### config.mk
export PLATFORM = sky130hd
export DESIGN_NAME = csr_bridge
export DESIGN_NICKNAME = d
export VERILOG_FILES = /design/src/soc_pkg.sv /design/src/csr_bridge.sv
export SDC_FILE = /design/constraint.sdc
export NUM_CORES = 1
export LEC_CHECK = 0
export ABC_CLOCK_PERIOD_IN_PS = 8760
export BUFFER_PORTS_ARGS = -buffer_cell sky130_fd_sc_hd__buf_4
export CAP_MARGIN = 40
export CORE_MARGIN = 2
export CORE_UTILIZATION = 42
export CTS_CLUSTER_DIAMETER = 60
export CTS_CLUSTER_SIZE = 8
export DETAILED_ROUTE_END_ITERATION = 8
export PLACE_DENSITY = 0.88
export REMOVE_ABC_BUFFERS = 1
export SETUP_SLACK_MARGIN = 0.3
export SYNTH_ARGS = -nofsm -noshare
export SYNTH_HDL_FRONTEND = slang
export SYNTH_SLANG_ARGS = --single-unit
### constraint.sdc
create_clock -name sys_clk_i -period 8.76 [get_ports sys_clk_i]
set_clock_uncertainty 0.1 [all_clocks]
set_input_delay 0.876 -clock sys_clk_i [delete_from_list [all_inputs] [get_ports sys_clk_i]]
set_output_delay 0.876 -clock sys_clk_i [all_outputs]
set_load 0.05 [all_outputs]
### src/soc_pkg.sv
// soc shared definitions: bus types, address map and system controller registers
package soc_pkg;

	// --------------------
	// bus widths
	// --------------------
	typedef logic [31:0] wb_adr_t;
	typedef logic [31:0] wb_data_t;
	typedef logic [3:0]  wb_sel_t;

	// master side of the bus
	typedef struct packed {
		wb_adr_t  adr;
		wb_data_t dat_w;
		wb_sel_t  sel;
		logic     we;
		logic     cyc;
		logic     stb;
	} wb_req_t;

	// slave side, err only ever with ack
	typedef struct packed {
		wb_data_t dat_r;
		logic     ack;
		logic     err;
	} wb_rsp_t;

	// --------------------
	// csr bus
	// --------------------
	// upper 4 bits peripheral, lower 10 bits register word
	typedef logic [13:0] csr_adr_t;

	typedef struct packed {
		csr_adr_t adr;
		logic     we;
		wb_data_t dw;
	} csr_req_t;

	// --------------------
	// address map
	// --------------------
	typedef enum logic [1:0] {SLOT_ROM, SLOT_RAM, SLOT_CSR, SLOT_NONE} slot_t;

	// patterns on adr[30:28] resp. adr[30:29]
	localparam logic [2:0] SLOT_ROM_SEL = 3'b000;
	localparam logic [1:0] SLOT_RAM_SEL = 2'b10;
	localparam logic [1:0] SLOT_CSR_SEL = 2'b11;

	// adr[31:LOCKED_MSB] all zero means null-pointer region
	localparam int LOCKED_MSB = 18;

	// --------------------
	// system controller
	// --------------------
	localparam logic [3:0] CSR_SYSCTL = 4'd1;

	localparam logic [9:0] SYSCTL_GPIO_IN    = 10'd0;
	localparam logic [9:0] SYSCTL_GPIO_OUT   = 10'd1;
	localparam logic [9:0] SYSCTL_CONTROL    = 10'd2;
	localparam logic [9:0] SYSCTL_SYSTEM_ID  = 10'd3;
	localparam logic [9:0] SYSCTL_HARD_RESET = 10'd4;

	localparam logic [31:0] SYSTEM_ID = 32'h13004D31;

	typedef logic [7:0] led_t;
	// left, select, right
	typedef logic [2:0] btn_t;

endpackage

### src/csr_bridge.sv
// csr bridge: turns one bus cycle into a single csr access, acks on the third cycle
`timescale 1ns/100ps

module csr_bridge (
	input  logic              sys_clk_i,
	input  logic              sys_rst_i,
	input  soc_pkg::wb_req_t  wb_req_i,
	input  soc_pkg::wb_data_t csr_dr_i,
	output soc_pkg::wb_rsp_t  wb_rsp_o,
	output soc_pkg::csr_req_t csr_req_o
);

	typedef enum logic [1:0] {IDLE, ACCESS, REPLY} state_t;

	state_t             state_q;
	logic               start;
	logic               ack_q;
	logic               csr_we_q;
	soc_pkg::csr_adr_t  csr_adr_q;
	soc_pkg::wb_data_t  csr_dw_q;
	soc_pkg::wb_data_t  dat_q;

	// new cycle only from idle and not in the ack cycle
	assign start = wb_req_i.cyc & wb_req_i.stb & ~ack_q & (state_q == IDLE);

	// --------------------
	// fsm
	// --------------------
	// idle -> access (we pulse) -> reply (capture) -> ack
	always_ff @(posedge sys_clk_i) begin
		if (sys_rst_i) begin
			state_q  <= IDLE;
			ack_q    <= 1'b0;
			csr_we_q <= 1'b0;
		end else begin
			ack_q    <= 1'b0;
			csr_we_q <= 1'b0;
			case (state_q)
				IDLE: begin
					if (start) begin
						state_q  <= ACCESS;
						csr_we_q <= wb_req_i.we;
					end
				end
				ACCESS: state_q <= REPLY;
				REPLY: begin
					state_q <= IDLE;
					ack_q   <= 1'b1;
				end
				default: state_q <= IDLE;
			endcase
		end
	end

	// word address bits 15..2 map onto csr address
	always_ff @(posedge sys_clk_i) begin
		if (start) begin
			csr_adr_q <= wb_req_i.adr[15:2];
			csr_dw_q  <= wb_req_i.dat_w;
		end
		// peripheral read data valid now
		if (state_q == REPLY)
			dat_q <= csr_dr_i;
	end

	always_comb begin
		csr_req_o.adr  = csr_adr_q;
		csr_req_o.we   = csr_we_q;
		csr_req_o.dw   = csr_dw_q;
		wb_rsp_o.dat_r = dat_q;
		wb_rsp_o.ack   = ack_q;
		wb_rsp_o.err   = 1'b0;
	end

endmodule

# Word level (Yosys, flattened, before mapping)
# Index checks and enable logic that the tools add are counted.
[classes]
n_mux = 3
bitwise_logic = 6
eq_ne = 3
reduce_logical = 2
[op_table]
columns = ["cell", "count"]
rows = [
  ["2-bit case mux with 2 select lines", 1],
  ["1-bit bitwise AND", 3],
  ["1-bit NOT", 3],
  ["3-bit OR reduction", 1],
  ["2-bit by 1-bit == test with 1-bit output (second input constant)", 1],
  ["2-bit == test (second input constant)", 1],
  ["2-bit logical NOT", 1],
  ["2-bit 2-to-1 mux", 1],
  ["2-bit != test (second input constant)", 1],
  ["1-bit 2-to-1 mux", 1],
]
[word_totals]
wordCells = 20
input_bits = 105
register_bits = 82
output_inout_bits = 81

# Logic depth before layout (Yosys ltp)
# Gate-level depths: netlist of run 1.
[depth]
word_depth = 5
mapped_depth = 2
depth_no_buf = 2

# Worst setup path before layout of run 1
# OpenSTA, ideal clock, no wires.
[synth_path]
path_kind = "input to register"
startpoint = "input wb_req_i[0] in the netlist's numbering"
endpoint = "register csr_adr_q[0], enable pin"
arrival_time_ps = 3230
t_required_ps = 8210
path_buffers = 0
path_stages = 2
setup_slack_ps = 4980
setup_time_ps = 450
cell_sequence = "or3b_1 > nor2_1"
[synth_via]
elab_chain_cells = 3
[synth_lines]
columns = ["element", "line_no", "rtl"]
rows = [
  ["start: declaration", "csr_bridge.sv:7", "input soc_pkg::wb_req_t wb_req_i,"],
  ["1-bit bitwise AND (3 in series)", "csr_bridge.sv:24", "assign start = wb_req_i.cyc & wb_req_i.stb & ~ack_q & (state_q == IDLE);"],
  ["net start", "csr_bridge.sv:16", "logic start;"],
  ["end signal: assignment", "csr_bridge.sv:58", "csr_adr_q <= wb_req_i.adr[15:2];"],
  ["end: declaration", "csr_bridge.sv:19", "soc_pkg::csr_adr_t csr_adr_q;"],
]
# The timed path passes the listed nets, and every way through them passes these cells.
# A chain may end at the register's enable or synchronous reset.

# Worst setup path after layout of run 1
[layout_path]
startpoint = "input wb_req_i[0] in the netlist's numbering"
endpoint = "register csr_dw_q[7], enable pin"
[layout_via]
elab_chain_cells = 3
[layout_lines]
columns = ["element", "line_no", "rtl"]
rows = [
  ["1-bit bitwise AND (3 in series)", "csr_bridge.sv:24", ""],
  ["net start", "csr_bridge.sv:16", ""],
  ["end signal: assignment", "csr_bridge.sv:59", "csr_dw_q <= wb_req_i.dat_w;"],
  ["end: declaration", "csr_bridge.sv:20", "soc_pkg::wb_data_t csr_dw_q;"],
]
# The timed path passes the listed nets, and every way through them passes these cells.

==> impl_metrics.csv, run 1 <==
group,metric,value,unit
run_status,outcome,"completed",
sta,slew_violations,0,
placement,gp_congestion,0.669,
sta,min_period,2.15,ns
synthesis,synth_top_family_by_area,"simple AND/OR/NAND/NOR gates",
sta,setup_viol,0,
clocking,cts_resized,0,
synthesis,synth-xor-area-share,0,
die,dieArea,6610,um^2
clocking,root_buffer,"clkbuf_8",
synthesis,synth.top_cells.by_area,"edfxtp_1 93%, dfxtp_1 3.2%, buf_4 0.90%",
worst_setup_path,rr_startpoint,"state_q[1]$_SDFFE_PP0P_",
clocking,clk_pin_slew_worst_paths,0.08,ns
hold_path,min_from,"state_q[1]$_SDFFE_PP0P_",
die,start_util,0.429,
clocking,numClockSinks,82,
synthesis,syn_area,2510,um^2
synthesis,syn_avg_cell_area,26.4,um^2
sta,setup_slack,6.61,ns
routing,wl,5610,um
layout,drive_above_1_share,0.665,
synthesis,synth-simple-area-share,0.0224,
layout,final_nets,372,
routing,viasPerCell,4.41,
routing,via_count,1532,
synthesis,seq_area_frac_synth,0.966,
routing,firstDrtPassIters,4,
worst_setup_path,startpoint,"wb_req_i[0]",
routing,antenna_left,0,
clocking,cts_tree,"yes",
pwr,power_density,192,nW/um^2
synthesis,synth_seq_cells,82,
synthesis,synth.largest_area_cell,"edfxtp_1",
clocking,htree_levels,3,
die,rows,28,
global_routing,grt_overflow,0,
job,cap_violations,0,
routing,dr.first_iter.drc_count,96,
layout,antenna_cells,0,
pwr,ir_drop,0.0988,mV
worst_setup_path,worst_setup_path_start_kind,"input port",
layout,post-route-util,0.683,
sta,period_share,0.246,
placement,post-place-ws,6.26,ns
sta,finalSetupTns,0,ns
global_routing,grtUsageTotal,0.165,
layout,layout.filler_cells,396,
sta,grt_setup_unrepaired,"no",
clocking,cts_hold_buf,0,
global_routing,first_global_vias,1490,
synthesis,synth_top_area_share,0.934,
worst_setup_path,worstPathMaxFanout,31,
sta,hold_viol_final,0,
clocking,cts_inserted_buffers,9,
worst_setup_path,cp-end-kind,"register",
layout,area.growth.synth_to_final,59.3,%
hold_path,hp-class,"reg2reg",
synthesis,synth_compound_area_frac,0,
global_routing,antenna_found_initial,0,
worst_setup_path,critPathArrivalTime,2.08,ns
sta,fmax,465,MHz
die,io_pins,186,
layout,layout_commonest_cell,"buf_4",
sta,whs,0.343,ns
clocking,cts.path.max_buffers,2,
synthesis,ys_warn_count,0,
placement,portBuffers,162,
clocking,insertion_delay,0.33,ns
synthesis,synth_mux_area_frac,0,
layout,mostFrequentLayoutCells,"163 x buf_4, 78 x edfxtp_1, 9 x clkbuf_8",
synthesis,synth_adder_area_share,0,
routing,drt-wirelength-per-cell,16.2,um
layout,fin_area,4000,um^2
pwr,leakage,1.65,nW
global_routing,grt_max_degree,34,
placement,post_dp_cell_area,3830,um^2
synthesis,yosysUniqueCellTypes,12,
global_routing,grt_pass1_wl,7560,um
worst_setup_path,required,8.69,ns
die,die_x,81.3,um
clocking,post_cts_buffers,0,
routing,drc,0,
worst_setup_path,path_class,"in2reg",
die,fp.dieH,81.3,um
die,core-area,5850,um^2
synthesis,synthCells,95,
-- metal layers --
| metal | vias to the layer above | GRT usage | share of wire | wire, um |
|---|---|---|---|---|
| met1 | 697 | 0.160 | 0.33 | 1870 |
| met3 | 14 | 0.0800 | 0.13 | 753 |
| met4 | 0 | 0.0847 | 0.023 | 127 |
| met2 | 110 | 0.288 | 0.51 | 2860 |
| met5 | - | 0 | 0 | 0 |
| li1 | 711 | - | - | - |
-- registers in the layout, summed over array words and instances, names as in the netlist --
signal	cells
csr_dw_q	32
dat_q	32
csr_adr_q	14
state_q	2
ack_q	1
csr_we_q	1
-- final cells by class --
type,instances,area (um^2),share of cell area
Multi-Input combinational cell,9,70.1,0.0175
Timing Repair Buffer,164,1240,0.311
Sequential cell,82,2420,0.606
Clock buffer,10,128,0.0319
Inverter,1,3.75,0.000940
Clock inverter,6,33.8,0.00846
Tap cell,75,93.8,0.0235
-- worst paths after layout --
kind	end	slack, ns	cells past startpoint
setup / recovery	csr_dw_q[7]$_DFFE_PP_	6.61	4
hold / removal	state_q[1]$_SDFFE_PP0P_	0.34	1
setup reg to reg	csr_dw_q[7]$_DFFE_PP_	6.87	3
hold reg to reg	state_q[1]$_SDFFE_PP0P_	0.34	1
-- stage by stage --
| stage | cells | total power, mW |
|---|---|---|
| after global placement | 330 | 0.550 |
| after floorplan | 92 | 0.505 |
| final | 347 | 0.767 |
| after detailed placement | 331 | 0.554 |
| after global routing | 347 | 0.798 |
| after CTS | 347 | 0.776 |
-- synthesized netlist by cell type (all sizes together) --
master  count
buf         3
nor3b       1
nor4        1
nor2b       2
inv         1
nor2        1
edfxtp     78
dfxtp       4
nand2b      1
or3b        1
conb        1
nor3        1
-- worst max-delay path: stages --
cell and delay, ns:
buf_4 0.07, or3b_1 0.42, nor2_4 0.44, buf_12 0.26
-- kinds of logic (layout without fill, tap and decap cells) --
family                 count (synthesis)  count (layout)
other                                  1               1
buffers and inverters                  4             181
and+or+nand+nor                        8               8
DFF                                   82              82
-- where the power goes --
part           internal [mW]  leakage, nW  switching [mW]
Sequential             0.444        0.751         0.00355
Combinational         0.0387        0.822          0.0581
Clock                  0.100       0.0795           0.122
Power figures use the tool's default switching activity.
==> inputs of run 2 (changes only) <==
Settings changed: ABC_CLOCK_PERIOD_IN_PS 8760 to 1700, CORE_UTILIZATION 42 to 36, PLACE_DENSITY 0.88 to 0.81.
Clock period 8.76 ns to 1.7 ns, I/O delays scaled along.
==> run 2 against run 1 <==
- sequential share of layout area is 12 points lower
- setup slack worse by 6.5 ns
- routed wire length up 55%
- utilization rose by 5.2 points
- via count grew 31%
- total power grew to 5.6 times the previous value
- sequential cell count did not move
- critical path type is now reg2reg
- largest cell class unchanged
==> impl_metrics.csv, run 2 (same netlist as run 1, synthesis figures left out) <==
group,metric,value,unit
layout,area.growth.synth_to_final,97.9,%
layout,layout.filler_cells,408,
routing,antenna_left,0,
die,start_util,0.371,
sta,period_share,0.936,
worst_setup_path,worstPathMaxFanout,11,
clocking,insertion_delay,0.35,ns
hold_path,hp-class,"in2reg",
worst_setup_path,rr_startpoint,"state_q[1]$_SDFFE_PP0P_",
sta,grt_setup_unrepaired,"yes",
layout,mostFrequentLayoutCells,"167 x buf_4, 80 x dlygate4sd3_1, 78 x edfxtp_1",
run_status,outcome,"completed",
worst_setup_path,worst_setup_path_start_kind,"register",
hold_path,min_from,"wb_req_i[1]",
clocking,cts_inserted_buffers,9,
hold_path,holdPathStages,3,
global_routing,grtUsageTotal,0.221,
clocking,cts_tree,"yes",
global_routing,first_global_vias,2209,
layout,final_nets,461,
worst_setup_path,r2r_setup_slack,0.11,ns
pwr,power_density,868,nW/um^2
layout,drive_above_1_share,0.537,
clocking,htree_levels,3,
worst_setup_path,cp-end-kind,"register",
worst_setup_path,required,1.67,ns
sta,slew_violations,0,
worst_setup_path,r2r-end,"csr_dw_q[20]$_DFFE_PP_",
global_routing,grt_overflow,0,
pwr,ir_drop,0.549,mV
routing,wl,8680,um
routing,dr.first_iter.drc_count,97,
routing,via_count,2003,
clocking,cts.path.max_buffers,2,
die,fp.dieH,87.5,um
global_routing,antenna_found_initial,0,
sta,hold_viol_final,0,
global_routing,grt_max_degree,34,
clocking,numClockSinks,82,
global_routing,grt_pass1_wl,11800,um
die,core-area,6760,um^2
routing,drt-wirelength-per-cell,19.7,um
worst_setup_path,startpoint,"state_q[1]$_SDFFE_PP0P_",
worst_setup_path,ff2ff_path_depth,4,
sta,fmax,628,MHz
routing,firstDrtPassIters,4,
routing,drc,0,
die,io_pins,186,
layout,seqCellArea,2420,um^2
layout,post-route-util,0.735,
sta,min_period,1.59,ns
worst_setup_path,path_class,"reg2reg",
die,die_x,87.5,um
placement,gp_congestion,0.717,
worst_setup_path,critPathArrivalTime,1.56,ns
die,rows,30,
hold_path,hold_path_end,"csr_we_q$_SDFF_PP0_",
die,dieArea,7650,um^2
sta,setup_viol,0,
layout,fin_cells,441,
layout,layout_commonest_cell,"buf_4",
layout,antenna_cells,0,
layout,multi_input_area,72.6,um^2
layout,reg_top3,"csr_dw_q x32, dat_q x32, csr_adr_q x14",
clocking,clk_pin_slew_worst_paths,0.09,ns
placement,dp_cells,337,
placement,portBuffers,162,
job,cap_violations,0,
pwr,leakage,2.06,nW
clocking,root_buffer,"clkbuf_8",
routing,viasPerCell,4.54,
run 2: cell types whose count changed in the layout (fill, tap and decap cells not counted), sizes merged:
| cell | change |
|---|---|
| clkbuf | +1 |
| clkinvlp | +1 |
| inv | +2 |
| buf | +8 |
| dlygate4sd3 | +80 |
| clkinv | -3 |
run 2: worst max path at each step:
stage | slack [ns] | endpoint
finish | 0.11 | csr_dw_q[20]$_DFFE_PP_
global route | 0.08 | csr_dw_q[9]$_DFFE_PP_
CTS | 0.15 | csr_dw_q[17]$_DFFE_PP_
detailed placement | 0.14 | csr_adr_q[6]$_DFFE_PP_
global placement | 0.17 | csr_adr_q[6]$_DFFE_PP_
floorplan | -1.53 | csr_adr_q[0]$_DFFE_PP_
run 2: area by class of cell:
class / instances / area share
Multi-Input combinational cell: 9 / 0.0146
Clock buffer: 10 / 0.0257
Sequential cell: 82 / 0.488
Tap cell: 80 / 0.0202
Timing Repair Buffer: 253 / 0.441
Inverter: 1 / 0.000756
Clock inverter: 6 / 0.00983
run 2: per-layer routing:
layer / wire length [um] / up-vias / track usage
met4: 213 / 0 / 0.0755
li1: - / 893 / -
met3: 740 / 19 / 0.0919
met1: 3020 / 960 / 0.239
met2: 4710 / 131 / 0.388
met5: 0 / - / 0
run 2: critical path, cell delays in order, from the launching register on:
cell and delay [ns]:
dfxtp_2 0.34, or3b_4 0.42, nor2_4 0.16, buf_4 0.14, clkbuf_16 0.15
run 2: report_power, final:
| part | total, mW | switching [mW] | internal (mW) |
|---|---|---|---|
| Clock | 1.28 | 0.736 | 0.544 |
| Combinational | 0.719 | 0.363 | 0.356 |
| Sequential | 2.31 | 0.0214 | 2.29 |
run 2: repair_timing:
action                                  in CTS  in global routing
endpoints found under the setup margin      46                 46
cloned                                       1                  1
pin swaps                                    1                  0
resized for setup                            3                  1
setup buffers                                2                  4
endpoints found under the hold margin       82                  0
hold buffers                                80                  0
run 2: stage by stage:
step	total power [mW]	setup WS, ns	instance area (um^2)	hold WS [ns]	setup TNS, ns
after floorplan	2.60	-1.53	2490	0.141	-91.26
after global placement	2.85	0.167	3870	0.248	0
after detailed placement	2.86	0.144	3870	0.249	0
after CTS	4.27	0.154	4910	0.0589	0
after global routing	4.46	0.0835	4960	0.125	0
final	4.31	0.108	4960	0.148	0
==> inputs of run 3 (changes only) <==
Settings changed: PLACE_DENSITY 0.81 to default, PLACE_DENSITY_LB_ADDON from default to 0.08.
==> run 3 against run 2 <==
- sequential power about the same
- final area up 0.45%
- clock-buffer cell count up 2
- die area unchanged
- largest power group unchanged
==> impl_metrics.csv, run 3 (same netlist as run 1, synthesis figures left out) <==
group,metric,value,unit
layout,drive_above_1_share,0.525,
sta,period_share,0.901,
layout,fin_cells,440,
sta,slew_violations,0,
pwr,ir_drop,0.481,mV
die,die_x,87.5,um
routing,firstDrtPassIters,4,
routing,antenna_left,0,
sta,fmax,653,MHz
clocking,cts_inserted_buffers,9,
global_routing,grt_max_degree,34,
die,rows,30,
clocking,cts_tree,"yes",
layout,final_nets,460,
sta,hold_viol_final,0,
placement,post_dp_cell_area,3850,um^2
hold_path,hp-class,"in2reg",
die,dieArea,7650,um^2
layout,multi_input_area,72.6,um^2
global_routing,grt_overflow,0,
layout,mostFrequentLayoutCells,"164 x buf_4, 80 x dlygate4sd3_1, 78 x edfxtp_1",
die,io_pins,186,
clocking,insertion_delay,0.33,ns
die,start_util,0.371,
job,cap_violations,0,
die,core-area,6760,um^2
routing,drt-wirelength-per-cell,15.3,um
global_routing,antenna_found_initial,0,
clocking,htree_levels,3,
worst_setup_path,critPathArrivalTime,1.49,ns
global_routing,grt_pass1_wl,9780,um
worst_setup_path,ff2ff_path_depth,4,
pwr,leakage,2.07,nW
worst_setup_path,cp-end-kind,"register",
placement,post-place-ws,0.100,ns
worst_setup_path,worst_setup_path_start_kind,"register",
clocking,clk_pin_slew_worst_paths,0.07,ns
routing,wl,6720,um
run_status,outcome,"completed",
hold_path,holdPathStages,3,
clocking,cts.path.max_buffers,2,
die,fp.dieH,87.5,um
pwr,power_density,867,nW/um^2
layout,antenna_cells,0,
sta,grt_setup_unrepaired,"yes",
placement,dp_cells,336,
sta,setup_viol,0,
layout,layout_commonest_cell,"buf_4",
clocking,numClockSinks,82,
placement,portBuffers,162,
layout,seqCellArea,2420,um^2
clocking,root_buffer,"clkbuf_8",
routing,drc,0,
placement,gp_congestion,0.718,
layout,area.growth.synth_to_final,98.8,%
layout,layout.filler_cells,446,
layout,reg_top3,"csr_dw_q x32, dat_q x32, csr_adr_q x14",
routing,viasPerCell,4.29,
worst_setup_path,required,1.65,ns
sta,setup_slack,0.167,ns
worst_setup_path,worstPathMaxFanout,12,
routing,via_count,1889,
layout,fin_area,4990,um^2
global_routing,grtUsageTotal,0.176,
routing,dr.first_iter.drc_count,74,
global_routing,first_global_vias,2038,
worst_setup_path,path_class,"reg2reg",
sta,min_period,1.53,ns
==> run 3: power breakdown <==
group | leakage, nW | internal, mW | total [mW] | switching [mW]
Clock | 0.0894 | 0.670 | 1.31 | 0.641
Combinational | 1.23 | 0.361 | 0.708 | 0.346
Sequential | 0.752 | 2.29 | 2.31 | 0.0180
==> run 3: stage by stage <==
step                 util  hold slack, ns  setup TNS, ns  power (mW)
global placement    0.570           0.248              0        2.85
CTS                 0.728          0.0788              0        4.32
finish              0.738          0.0971              0        4.32
detailed placement  0.570           0.249              0        2.85
global route        0.738           0.103              0        4.49
floorplan               -           0.141         -91.26        2.60
==> run 3: path summary, 6_finish.rpt <==
| path | start | to | slack [ns] |
|---|---|---|---|
| worst max-delay path | state_q[1]$_SDFFE_PP0P_ | csr_dw_q[27]$_DFFE_PP_ | 0.17 |
| worst min-delay path | wb_req_i[1] | csr_we_q$_SDFF_PP0_ | 0.1 |
| worst max register to register | state_q[1]$_SDFFE_PP0P_ | csr_dw_q[27]$_DFFE_PP_ | 0.17 |
| worst min register to register | state_q[1]$_SDFFE_PP0P_ | state_q[1]$_SDFFE_PP0P_ | 0.31 |
==> run 3: timing repair <==
| action | in CTS | in global routing |
|---|---|---|
| hold buffers | 80 | 0 |
| endpoints found under the hold margin | 82 | 0 |
| setup buffers | 2 | 1 |
| endpoints found under the setup margin | 46 | 46 |
| cloned | 2 | 3 |
| pin swaps | 1 | 0 |
| gates resized for setup | 3 | 2 |
==> run 3: final cells by class <==
class                           instances  share of cell area
Sequential cell                        82               0.486
Timing Repair Buffer                  252               0.443
Clock buffer                           12              0.0271
Tap cell                               80              0.0201
Multi-Input combinational cell          9              0.0146
Clock inverter                          4             0.00853
Inverter                                1            0.000753
==> run 3: routing by layer <==
layer	vias up	GRT usage	share of wire
met1	881	0.182	0.35
li1	890	-	-
met4	0	0.0839	0.019
met5	-	0	0
met2	107	0.310	0.54
met3	11	0.0701	0.090
==> run 3: critical path, stage by stage (launching register included) <==
cell and delay, ns:
dfxtp_2 0.33, or3b_4 0.41, nor2_4 0.11, buf_12 0.16, buf_12 0.14
